**config.mk**
```make
export PLATFORM = sky130hd
export DESIGN_NAME = band_energy_frontend
export DESIGN_NICKNAME = d
export VERILOG_FILES = /design/src/audio_pkg.sv /design/src/feature_pkg.sv /design/src/band_energy.sv /design/src/band_energy_frontend.sv /design/src/feature_serializer.sv /design/src/frame_builder.sv /design/src/stream_fifo.sv /design/src/window_taper.sv
export SDC_FILE = /design/constraint.sdc
export NUM_CORES = 2
export LEC_CHECK = 0
export BUFFER_PORTS_ARGS = -buffer_cell sky130_fd_sc_hd__buf_2
export CAP_MARGIN = 20
export CORE_ASPECT_RATIO = 0.5
export CORE_MARGIN = 2
export CORE_UTILIZATION = 60
export CTS_BUF_LIST = sky130_fd_sc_hd__clkbuf_8
export DETAILED_ROUTE_END_ITERATION = 16
export PLACE_DENSITY = 0.75
export SLEW_MARGIN = 15
export SYNTH_ARGS = -nofsm -noshare
export SYNTH_HDL_FRONTEND = slang
export SYNTH_HIERARCHICAL = 1
export SYNTH_SLANG_ARGS = --single-unit
export TNS_END_PERCENT = 50
```
**constraint.sdc**
```tcl
create_clock -name clk -period 10.95 [get_ports clk]
set_input_delay 2.19 -clock clk [delete_from_list [all_inputs] [get_ports clk]]
set_output_delay 2.19 -clock clk [all_outputs]
set_load 0.1 [all_outputs]
```
**src/audio_pkg.sv**
```systemverilog
package audio_pkg;

    //////////////////////////////////////////////////
    // Sample format
    //////////////////////////////////////////////////

    localparam int SAMPLE_WIDTH = 16;

    // One signed audio sample
    typedef logic signed [SAMPLE_WIDTH-1:0] sample_t;

    // Sample inside a frame, last marks the final one
    typedef struct packed {
        sample_t data;
        logic    last;
    } frame_sample_t;

    //////////////////////////////////////////////////
    // Taper arithmetic
    //////////////////////////////////////////////////

    // Window coefficient, 32768 is unity gain
    typedef logic [SAMPLE_WIDTH:0] coef_t;

    // Product shift that brings the coefficient back to unity
    localparam int TAPER_SHIFT = 15;

endpackage

```
**src/feature_pkg.sv**
```systemverilog
package feature_pkg;

    //////////////////////////////////////////////////
    // Band layout
    //////////////////////////////////////////////////

    // Equal time segments per frame
    localparam int NUM_BANDS = 8;

    // Scaling of a segment sum before saturation
    localparam int ENERGY_SHIFT = 16;

    //////////////////////////////////////////////////
    // Energy types
    //////////////////////////////////////////////////

    typedef logic [15:0] band_energy_t;

    // Band 0 sits in the low bits
    typedef band_energy_t [NUM_BANDS-1:0] band_vector_t;

endpackage

```
**src/band_energy.sv**
```systemverilog
`timescale 1ns/100ps

module band_energy
    import audio_pkg::*;
    import feature_pkg::*;
#(
    parameter int N = 64
) (
    input  logic          clk,
    input  logic          reset,
    input  frame_sample_t in_frame,
    input  logic          in_valid,
    output logic          in_ready,
    output band_vector_t  out_bands,
    output logic          out_valid,
    input  logic          out_ready
);

    localparam int SEG_LEN = N / NUM_BANDS;
    localparam int SW      = (SEG_LEN > 1) ? $clog2(SEG_LEN) : 1;
    localparam int BW      = $clog2(NUM_BANDS);

    logic [31:0]    acc;
    logic [31:0]    square;
    logic [32:0]    sum_wide;
    logic [31:0]    acc_next;
    band_energy_t   energy;
    logic [SW-1:0]  seg_count;
    logic [BW-1:0]  band_idx;
    logic           seg_done;
    logic           in_fire;

    // Finished vector blocks new samples until sent
    assign in_ready = !out_valid;
    assign in_fire  = in_valid && in_ready;
    assign seg_done = (seg_count == SW'(SEG_LEN - 1));

    assign square   = 32'(in_frame.data) * 32'(in_frame.data);
    assign sum_wide = {1'b0, acc} + {1'b0, square};
    // Sum clamps at the top of the 32-bit range
    assign acc_next = sum_wide[32] ? '1 : sum_wide[31:0];
    // A clamped sum scales to the 65535 ceiling
    assign energy   = band_energy_t'(acc_next >> ENERGY_SHIFT);

    always_ff @(posedge clk) begin
        if (reset) begin
            acc       <= '0;
            seg_count <= '0;
            band_idx  <= '0;
            out_valid <= 1'b0;
        end else begin
            if (in_fire) begin
                acc       <= seg_done ? '0 : acc_next;
                seg_count <= seg_done ? '0 : seg_count + 1'b1;
                if (seg_done) begin
                    band_idx <= band_idx + 1'b1;
                end
                if (in_frame.last) begin
                    seg_count <= '0;
                    band_idx  <= '0;
                    out_valid <= 1'b1;
                end
            end else if (out_ready) begin
                out_valid <= 1'b0;
            end
        end
    end

    always_ff @(posedge clk) begin
        if (in_fire && seg_done) begin
            out_bands[band_idx] <= energy;
        end
    end

endmodule

```
**src/band_energy_frontend.sv**
```systemverilog
`timescale 1ns/100ps

module band_energy_frontend
    import audio_pkg::*;
    import feature_pkg::*;
#(
    parameter int N         = 64,
    parameter int STRIDE    = 32,
    parameter int OUT_WIDTH = 2
) (
    input  logic         clk,
    input  logic         reset,
    input  sample_t      in_data,
    input  logic         in_valid,
    output logic         in_ready,
    output band_energy_t out_data [OUT_WIDTH],
    output logic         out_valid,
    output logic         out_last,
    input  logic         out_ready
);

    frame_sample_t frame_data, taper_data, fifo_frame;
    logic          frame_valid, frame_ready;
    logic          taper_valid, taper_ready;
    logic          fifo_frame_valid, fifo_frame_ready;
    band_vector_t  bands, fifo_bands;
    logic          bands_valid, bands_ready;
    logic          fifo_bands_valid, fifo_bands_ready;

    //////////////////////////////////////////////////
    // Producer
    //////////////////////////////////////////////////

    frame_builder #(.N(N), .STRIDE(STRIDE)) frame_builder_i (
        .clk(clk), .reset(reset),
        .in_data(in_data), .in_valid(in_valid), .in_ready(in_ready),
        .out_frame(frame_data), .out_valid(frame_valid), .out_ready(frame_ready)
    );

    window_taper #(.N(N)) window_taper_i (
        .clk(clk), .reset(reset),
        .in_frame(frame_data), .in_valid(frame_valid), .in_ready(frame_ready),
        .out_frame(taper_data), .out_valid(taper_valid), .out_ready(taper_ready)
    );

    stream_fifo #(.payload_t(frame_sample_t), .FIFO_DEPTH(4)) sample_fifo_i (
        .clk(clk), .reset(reset),
        .in_data(taper_data), .in_valid(taper_valid), .in_ready(taper_ready),
        .out_data(fifo_frame), .out_valid(fifo_frame_valid), .out_ready(fifo_frame_ready)
    );

    //////////////////////////////////////////////////
    // Consumer
    //////////////////////////////////////////////////

    band_energy #(.N(N)) band_energy_i (
        .clk(clk), .reset(reset),
        .in_frame(fifo_frame), .in_valid(fifo_frame_valid), .in_ready(fifo_frame_ready),
        .out_bands(bands), .out_valid(bands_valid), .out_ready(bands_ready)
    );

    stream_fifo #(.payload_t(band_vector_t), .FIFO_DEPTH(4)) band_fifo_i (
        .clk(clk), .reset(reset),
        .in_data(bands), .in_valid(bands_valid), .in_ready(bands_ready),
        .out_data(fifo_bands), .out_valid(fifo_bands_valid), .out_ready(fifo_bands_ready)
    );

    feature_serializer #(.OUT_WIDTH(OUT_WIDTH)) feature_serializer_i (
        .clk(clk), .reset(reset),
        .in_bands(fifo_bands), .in_valid(fifo_bands_valid), .in_ready(fifo_bands_ready),
        .out_data(out_data), .out_valid(out_valid), .out_last(out_last),
        .out_ready(out_ready)
    );

endmodule

```
**src/feature_serializer.sv**
```systemverilog
`timescale 1ns/100ps

module feature_serializer
    import feature_pkg::*;
#(
    parameter int OUT_WIDTH = 2
) (
    input  logic         clk,
    input  logic         reset,
    input  band_vector_t in_bands,
    input  logic         in_valid,
    output logic         in_ready,
    output band_energy_t out_data [OUT_WIDTH],
    output logic         out_valid,
    output logic         out_last,
    input  logic         out_ready
);

    localparam int NUM_BEATS = NUM_BANDS / OUT_WIDTH;
    localparam int BW        = (NUM_BEATS > 1) ? $clog2(NUM_BEATS) : 1;

    band_vector_t  vec;
    logic [BW-1:0] beat;

    assign in_ready = !out_valid;
    assign out_last = out_valid && (beat == BW'(NUM_BEATS - 1));

    // Slice of the held vector for the current beat
    always_comb begin
        for (int i = 0; i < OUT_WIDTH; i++) begin
            out_data[i] = vec[int'(beat) * OUT_WIDTH + i];
        end
    end

    always_ff @(posedge clk) begin
        if (reset) begin
            beat      <= '0;
            out_valid <= 1'b0;
        end else begin
            if (in_valid && in_ready) begin
                out_valid <= 1'b1;
                beat      <= '0;
            end else if (out_valid && out_ready) begin
                beat <= out_last ? '0 : beat + 1'b1;
                if (out_last) begin
                    out_valid <= 1'b0;
                end
            end
        end
    end

    always_ff @(posedge clk) begin
        if (in_valid && in_ready) begin
            vec <= in_bands;
        end
    end

endmodule

```
**src/frame_builder.sv**
```systemverilog
`timescale 1ns/100ps

module frame_builder
    import audio_pkg::*;
#(
    parameter int N      = 64,
    parameter int STRIDE = 32
) (
    input  logic          clk,
    input  logic          reset,
    input  sample_t       in_data,
    input  logic          in_valid,
    output logic          in_ready,
    output frame_sample_t out_frame,
    output logic          out_valid,
    input  logic          out_ready
);

    localparam int PW = $clog2(N);

    // Circular sample history
    sample_t mem [N];

    logic [PW-1:0] wr_ptr;
    logic [PW-1:0] rd_idx;
    logic [PW-1:0] rd_addr;
    logic [PW:0]   fill_count;
    logic          replaying;
    logic          in_fire;
    logic          out_fire;

    assign in_ready  = !replaying;
    assign out_valid = replaying;
    assign in_fire   = in_valid && in_ready;
    assign out_fire  = out_valid && out_ready;

    // Oldest sample sits at the write pointer, the sum wraps mod N
    assign rd_addr = wr_ptr + rd_idx;

    assign out_frame.data = mem[rd_addr];
    assign out_frame.last = (rd_idx == PW'(N - 1));

    always_ff @(posedge clk) begin
        if (in_fire) begin
            mem[wr_ptr] <= in_data;
        end
    end

    //////////////////////////////////////////////////
    // Fill and replay control
    //////////////////////////////////////////////////

    always_ff @(posedge clk) begin
        if (reset) begin
            wr_ptr     <= '0;
            rd_idx     <= '0;
            fill_count <= '0;
            replaying  <= 1'b0;
        end else begin
            if (in_fire) begin
                wr_ptr     <= wr_ptr + 1'b1;
                fill_count <= fill_count + 1'b1;
                // Store full after this write
                if (fill_count == (PW+1)'(N - 1)) begin
                    replaying <= 1'b1;
                end
            end
            if (out_fire) begin
                rd_idx <= rd_idx + 1'b1;
                if (out_frame.last) begin
                    replaying <= 1'b0;
                    // Keep the overlap, wait for STRIDE fresh samples
                    fill_count <= (PW+1)'(N - STRIDE);
                end
            end
        end
    end

endmodule

```
**src/stream_fifo.sv**
```systemverilog
`timescale 1ns/100ps

module stream_fifo #(
    parameter type payload_t  = logic [7:0],
    parameter int  FIFO_DEPTH = 8
) (
    input  logic     clk,
    input  logic     reset,
    input  payload_t in_data,
    input  logic     in_valid,
    output logic     in_ready,
    output payload_t out_data,
    output logic     out_valid,
    input  logic     out_ready
);

    localparam int AW = (FIFO_DEPTH > 1) ? $clog2(FIFO_DEPTH) : 1;
    localparam int CW = $clog2(FIFO_DEPTH + 1);

    payload_t mem [FIFO_DEPTH];

    logic [AW-1:0] wr_ptr;
    logic [AW-1:0] rd_ptr;
    logic [CW-1:0] count;
    logic          wr_en;
    logic          rd_en;

    assign in_ready  = (count < CW'(FIFO_DEPTH));
    assign out_valid = (count != '0);
    assign out_data  = mem[rd_ptr];
    assign wr_en     = in_valid && in_ready;
    assign rd_en     = out_valid && out_ready;

    always_ff @(posedge clk) begin
        if (wr_en) begin
            mem[wr_ptr] <= in_data;
        end
    end

    // Pointers wrap at the depth, which need not be a power of two
    always_ff @(posedge clk) begin
        if (reset) begin
            wr_ptr <= '0;
            rd_ptr <= '0;
            count  <= '0;
        end else begin
            if (wr_en) begin
                wr_ptr <= (wr_ptr == AW'(FIFO_DEPTH - 1)) ? '0 : wr_ptr + 1'b1;
            end
            if (rd_en) begin
                rd_ptr <= (rd_ptr == AW'(FIFO_DEPTH - 1)) ? '0 : rd_ptr + 1'b1;
            end
            count <= count + CW'(wr_en) - CW'(rd_en);
        end
    end

endmodule

```
**src/window_taper.sv**
```systemverilog
`timescale 1ns/100ps

module window_taper
    import audio_pkg::*;
#(
    parameter int N = 64
) (
    input  logic          clk,
    input  logic          reset,
    input  frame_sample_t in_frame,
    input  logic          in_valid,
    output logic          in_ready,
    output frame_sample_t out_frame,
    output logic          out_valid,
    input  logic          out_ready
);

    localparam int PW        = $clog2(N);
    localparam int COEF_STEP = 65536 / N;

    logic [PW-1:0]      pos;
    logic [PW-1:0]      mirror;
    logic [PW-1:0]      ramp;
    coef_t              coef;
    logic signed [33:0] product;
    sample_t            tapered;
    logic               in_fire;

    // Single stage, refills while draining
    assign in_ready = !out_valid || out_ready;
    assign in_fire  = in_valid && in_ready;

    // Triangle peak at the frame centre
    assign mirror  = ~pos;
    assign ramp    = ((pos < mirror) ? pos : mirror) + 1'b1;
    assign coef    = coef_t'(ramp) * coef_t'(COEF_STEP);
    assign product = in_frame.data * $signed({1'b0, coef});
    assign tapered = sample_t'(product >>> TAPER_SHIFT);

    always_ff @(posedge clk) begin
        if (reset) begin
            pos       <= '0;
            out_valid <= 1'b0;
        end else begin
            if (in_fire) begin
                pos       <= in_frame.last ? '0 : pos + 1'b1;
                out_valid <= 1'b1;
            end else if (out_ready) begin
                out_valid <= 1'b0;
            end
        end
    end

    always_ff @(posedge clk) begin
        if (in_fire) begin
            out_frame.data <= tapered;
            out_frame.last <= in_frame.last;
        end
    end

endmodule
```
==> results.sh <==
export IMPL_syn2layout_area_growth_pct=8.80
export IMPL_fp_row_count=99
export IMPL_worstPathMaxFanout=18
export IMPL_crit_path_start_kind="flip-flop"
export IMPL_finalCritPeriodShare_pct=92.6
export IMPL_core_um2=146000
export IMPL_drc_errors=0
export IMPL_final_common_cell="edfxtp_1"
export IMPL_grt_pass1_vias=46770
export IMPL_htreeDepth=5
export IMPL_die_h_um=275
export IMPL_first_pass_iters=6
export IMPL_synth_edff_count=1877
export IMPL_syn_area_um2=88000
export IMPL_cts_sinks=1964
export IMPL_synth_area_leaders="edfxtp_1 64%, mux4_2 11%, fa_1 6.8%"
export IMPL_dpl_worst_slack_ps=771
export IMPL_placed_cells_incl_taps=6929
export IMPL_overflow=0
export IMPL_synth_compound_area_share_pct=3.26
export IMPL_slew_headroom_pct=13.3
export IMPL_fillers=9538
export IMPL_ys_types=85
export IMPL_final_layout_size_suffix_gt1_share_pct=19.1
export IMPL_synth_nets=5521
export IMPL_reg2reg_depth=30
export IMPL_io_pins=55
export IMPL_drv_slew=0
export IMPL_ys_warn_count=6
export IMPL_synth_fa_ha_area_share_pct=9.55
export IMPL_rsz0062_at_grt="no"
export IMPL_totalWireLength_mm=186
export IMPL_period_minus_slack_ps=10140
export IMPL_finalWeightedCongestion=0.867
export IMPL_start_util_pct=60.4
export IMPL_min_delay_start="band_energy_i/acc[12]"
export IMPL_antenna_left=0
export IMPL_worst_path_max_delay_cell="mux4_1"
export IMPL_drt_vias_per_instance=6.10
export IMPL_critPathArrivalTime_ps=10900
export IMPL_vias=45234
export IMPL_synth_async_reset_ratio_pct=0
export IMPL_tightest_slew_ps=1270
export IMPL_root_buffer="clkbuf_8"
export IMPL_min_path_type="flip-flop to flip-flop"
export IMPL_syn_inst=5010
export IMPL_timing_final_ws_setup_ps=805
export IMPL_clk_latency_ps=880
export IMPL_syn_area_per_cell_um2=17.6
export IMPL_clock_tree_buffer_depth=4
export IMPL_synth_seq_cells=1964
export IMPL_grt_pass1_wl_mm=283
export IMPL_drv_cap=0
export IMPL_holdPathEnd="band_energy_i/acc[12]"
export IMPL_wire_per_inst_um=25.1
export IMPL_r2r_slack_ps=810
export IMPL_numCtsBuffers=272
export IMPL_tns_ps=0
export IMPL_gr_usage_all_layers_pct=25.1
export IMPL_cts_tree="yes"
export IMPL_yosys_area_share_simple_pct=4.74
export IMPL_grt_start_max_net_pins=104
export IMPL_synth_xor_area_share_pct=1.16
export IMPL_final_nets=5756
export IMPL_hold_path_depth=2
export IMPL_die_w_um=546
export IMPL_numPortBuffers=54
export IMPL_worstReg2RegEnd="band_energy_i/acc[24]"
export IMPL_cts_resized=0
export IMPL_synth_top_family_by_area="multiplexers"
export IMPL_cts_reportedPaths_clkPinSlew_ps=70
export IMPL_post_cts_setup_buffer_count=0
export IMPL_synth_top_cell_by_area="edfxtp_1"
export IMPL_path_class="flip-flop to flip-flop"
export IMPL_most_common_layout_cells="1,877 x edfxtp_1, 552 x inv_1, 418 x mux4_2"
export IMPL_whs_ps=442
export IMPL_antenna_found_initial=2
export IMPL_stdcell_count=7414
export IMPL_synth_top_cell_area_share_pct=64.1
export IMPL_ys_flop_type="edfxtp_1"
export IMPL_critPathRequiredTime_ps=11700
export IMPL_dpl_hpwl_mm=113
export IMPL_finalSetupViolations=0
export IMPL_synthMuxAreaShare_pct=11.8
export IMPL_cp_end_kind="flip-flop"
export IMPL_first_iter_violations=4745
export IMPL_die_area_um2=150000
export IMPL_critical_path_max_stage_delay_ps=920
export IMPL_final_hold_viol_count=0
export IMPL_fin_skew_ps=78.6
export IMPL_synth_seq_area_share_pct=66.0
export IMPL_outcome="finished, final reports clean"
export IMPL_cts_hold_buf=0
export IMPL_fmax_mhz=98.6
worst max-delay path, delay by kind of cell (launching register included):
family	cells	cell delay, ps
flip-flops	1	710
multiplexers	1	920
AO/OA/AOI/OAI	9	1890
buffers and inverters	7	1250
XOR/XNOR	1	140
AND/OR/NAND/NOR	4	840
adder cells (fa/ha/maj)	8	4300
sequential cells by signal, indices dropped and copies added (netlist names), 3 cells and up, named ones only:
| register | count |
|---|---|
| frame_builder_i/mem | 1024 |
| band_fifo_i/mem | 512 |
| band_energy_i/out_bands | 128 |
| feature_serializer_i/vec | 128 |
| sample_fifo_i/mem | 68 |
| band_energy_i/acc | 32 |
| window_taper_i/out_frame | 17 |
| frame_builder_i/fill_count | 7 |
| frame_builder_i/rd_idx | 6 |
| frame_builder_i/wr_ptr | 6 |
| window_taper_i/pos | 6 |
| band_energy_i/band_idx | 3 |
| band_energy_i/seg_count | 3 |
| band_fifo_i/count | 3 |
| sample_fifo_i/count | 3 |
layout make-up:
| type | count | area (µm²) | share of cell area [%] |
|---|---|---|---|
| antenna | 1 | 2.50 | 0.00261 |
| timing repair buffer | 178 | 1430 | 1.49 |
| clock inverter | 187 | 918 | 0.959 |
| clock buffer | 286 | 3940 | 4.11 |
| multi-input combinational | 2367 | 27100 | 28.3 |
| tap | 1969 | 2460 | 2.57 |
| sequential | 1964 | 58100 | 60.7 |
| inverter | 462 | 1730 | 1.81 |
Yosys cell counts, types with 9 or more instances:
cell type,number
a2111oi_0,67
a211oi_1,11
a21o_1,30
a21oi_1,88
a22o_1,15
a31oi_1,77
and2_0,23
and2_1,130
buf_1,17
buf_12,11
buf_2,43
buf_4,9
buf_6,19
clkbuf_1,111
dfxtp_1,87
edfxtp_1,1877
fa_1,301
ha_1,190
inv_1,462
mux2i_1,58
mux4_1,15
mux4_2,418
nand2_1,310
nand2b_1,17
nand2b_4,9
nand3_1,22
nand4_1,16
nor2_1,183
nor2b_1,60
nor3_1,22
o21ai_0,48
o21bai_1,12
or2_2,10
or3_1,14
xnor2_1,83
xor2_1,32
metrics by stage:
stage / instance area, µm² / utilization (%)
global route: 95700 / 65.7
finish: 95700 / 65.7
floorplan: 88000 / -
global placement: 90700 / 62.2
CTS: 95600 / 65.6
detailed placement: 90700 / 62.3
worst max path at each step:
stage	start	slack, ps	end	cells after the start
global placement	flip-flop	940	band_energy_i/acc[24]	33
finish	flip-flop	810	band_energy_i/acc[24]	30
global route	flip-flop	40	band_energy_i/acc[24]	30
detailed placement	flip-flop	770	band_energy_i/acc[24]	30
CTS	flip-flop	680	band_energy_i/acc[24]	30
floorplan	flip-flop	2240	band_energy_i/out_bands[105]	34
kinds of logic (layout without fill, tap and decap cells):
group / count (synthesis) / after routing
muxes: 493 / 493
other: 0 / 1
buffers and inverters: 679 / 1113
and+or+nand+nor: 854 / 854
adders and majority gates: 491 / 491
DFF: 1964 / 1964
xor gates and xnor gates: 116 / 116
AOI/OAI and AO/OA: 413 / 413
per-layer routing:
metal / global-route usage (%) / up-vias / share of wire, % / routed length, µm
met5: 0 / - / 0 / 0
li1: - / 19409 / - / -
met1: 35.2 / 23671 / 41 / 76900
met4: 7.20 / 0 / 2.6 / 4850
met2: 41.2 / 1848 / 49 / 90200
met3: 4.46 / 306 / 7.5 / 14000
Power is not shown: default switching activity piles up to over one toggle a cycle in this logic, so the estimate is an artifact.
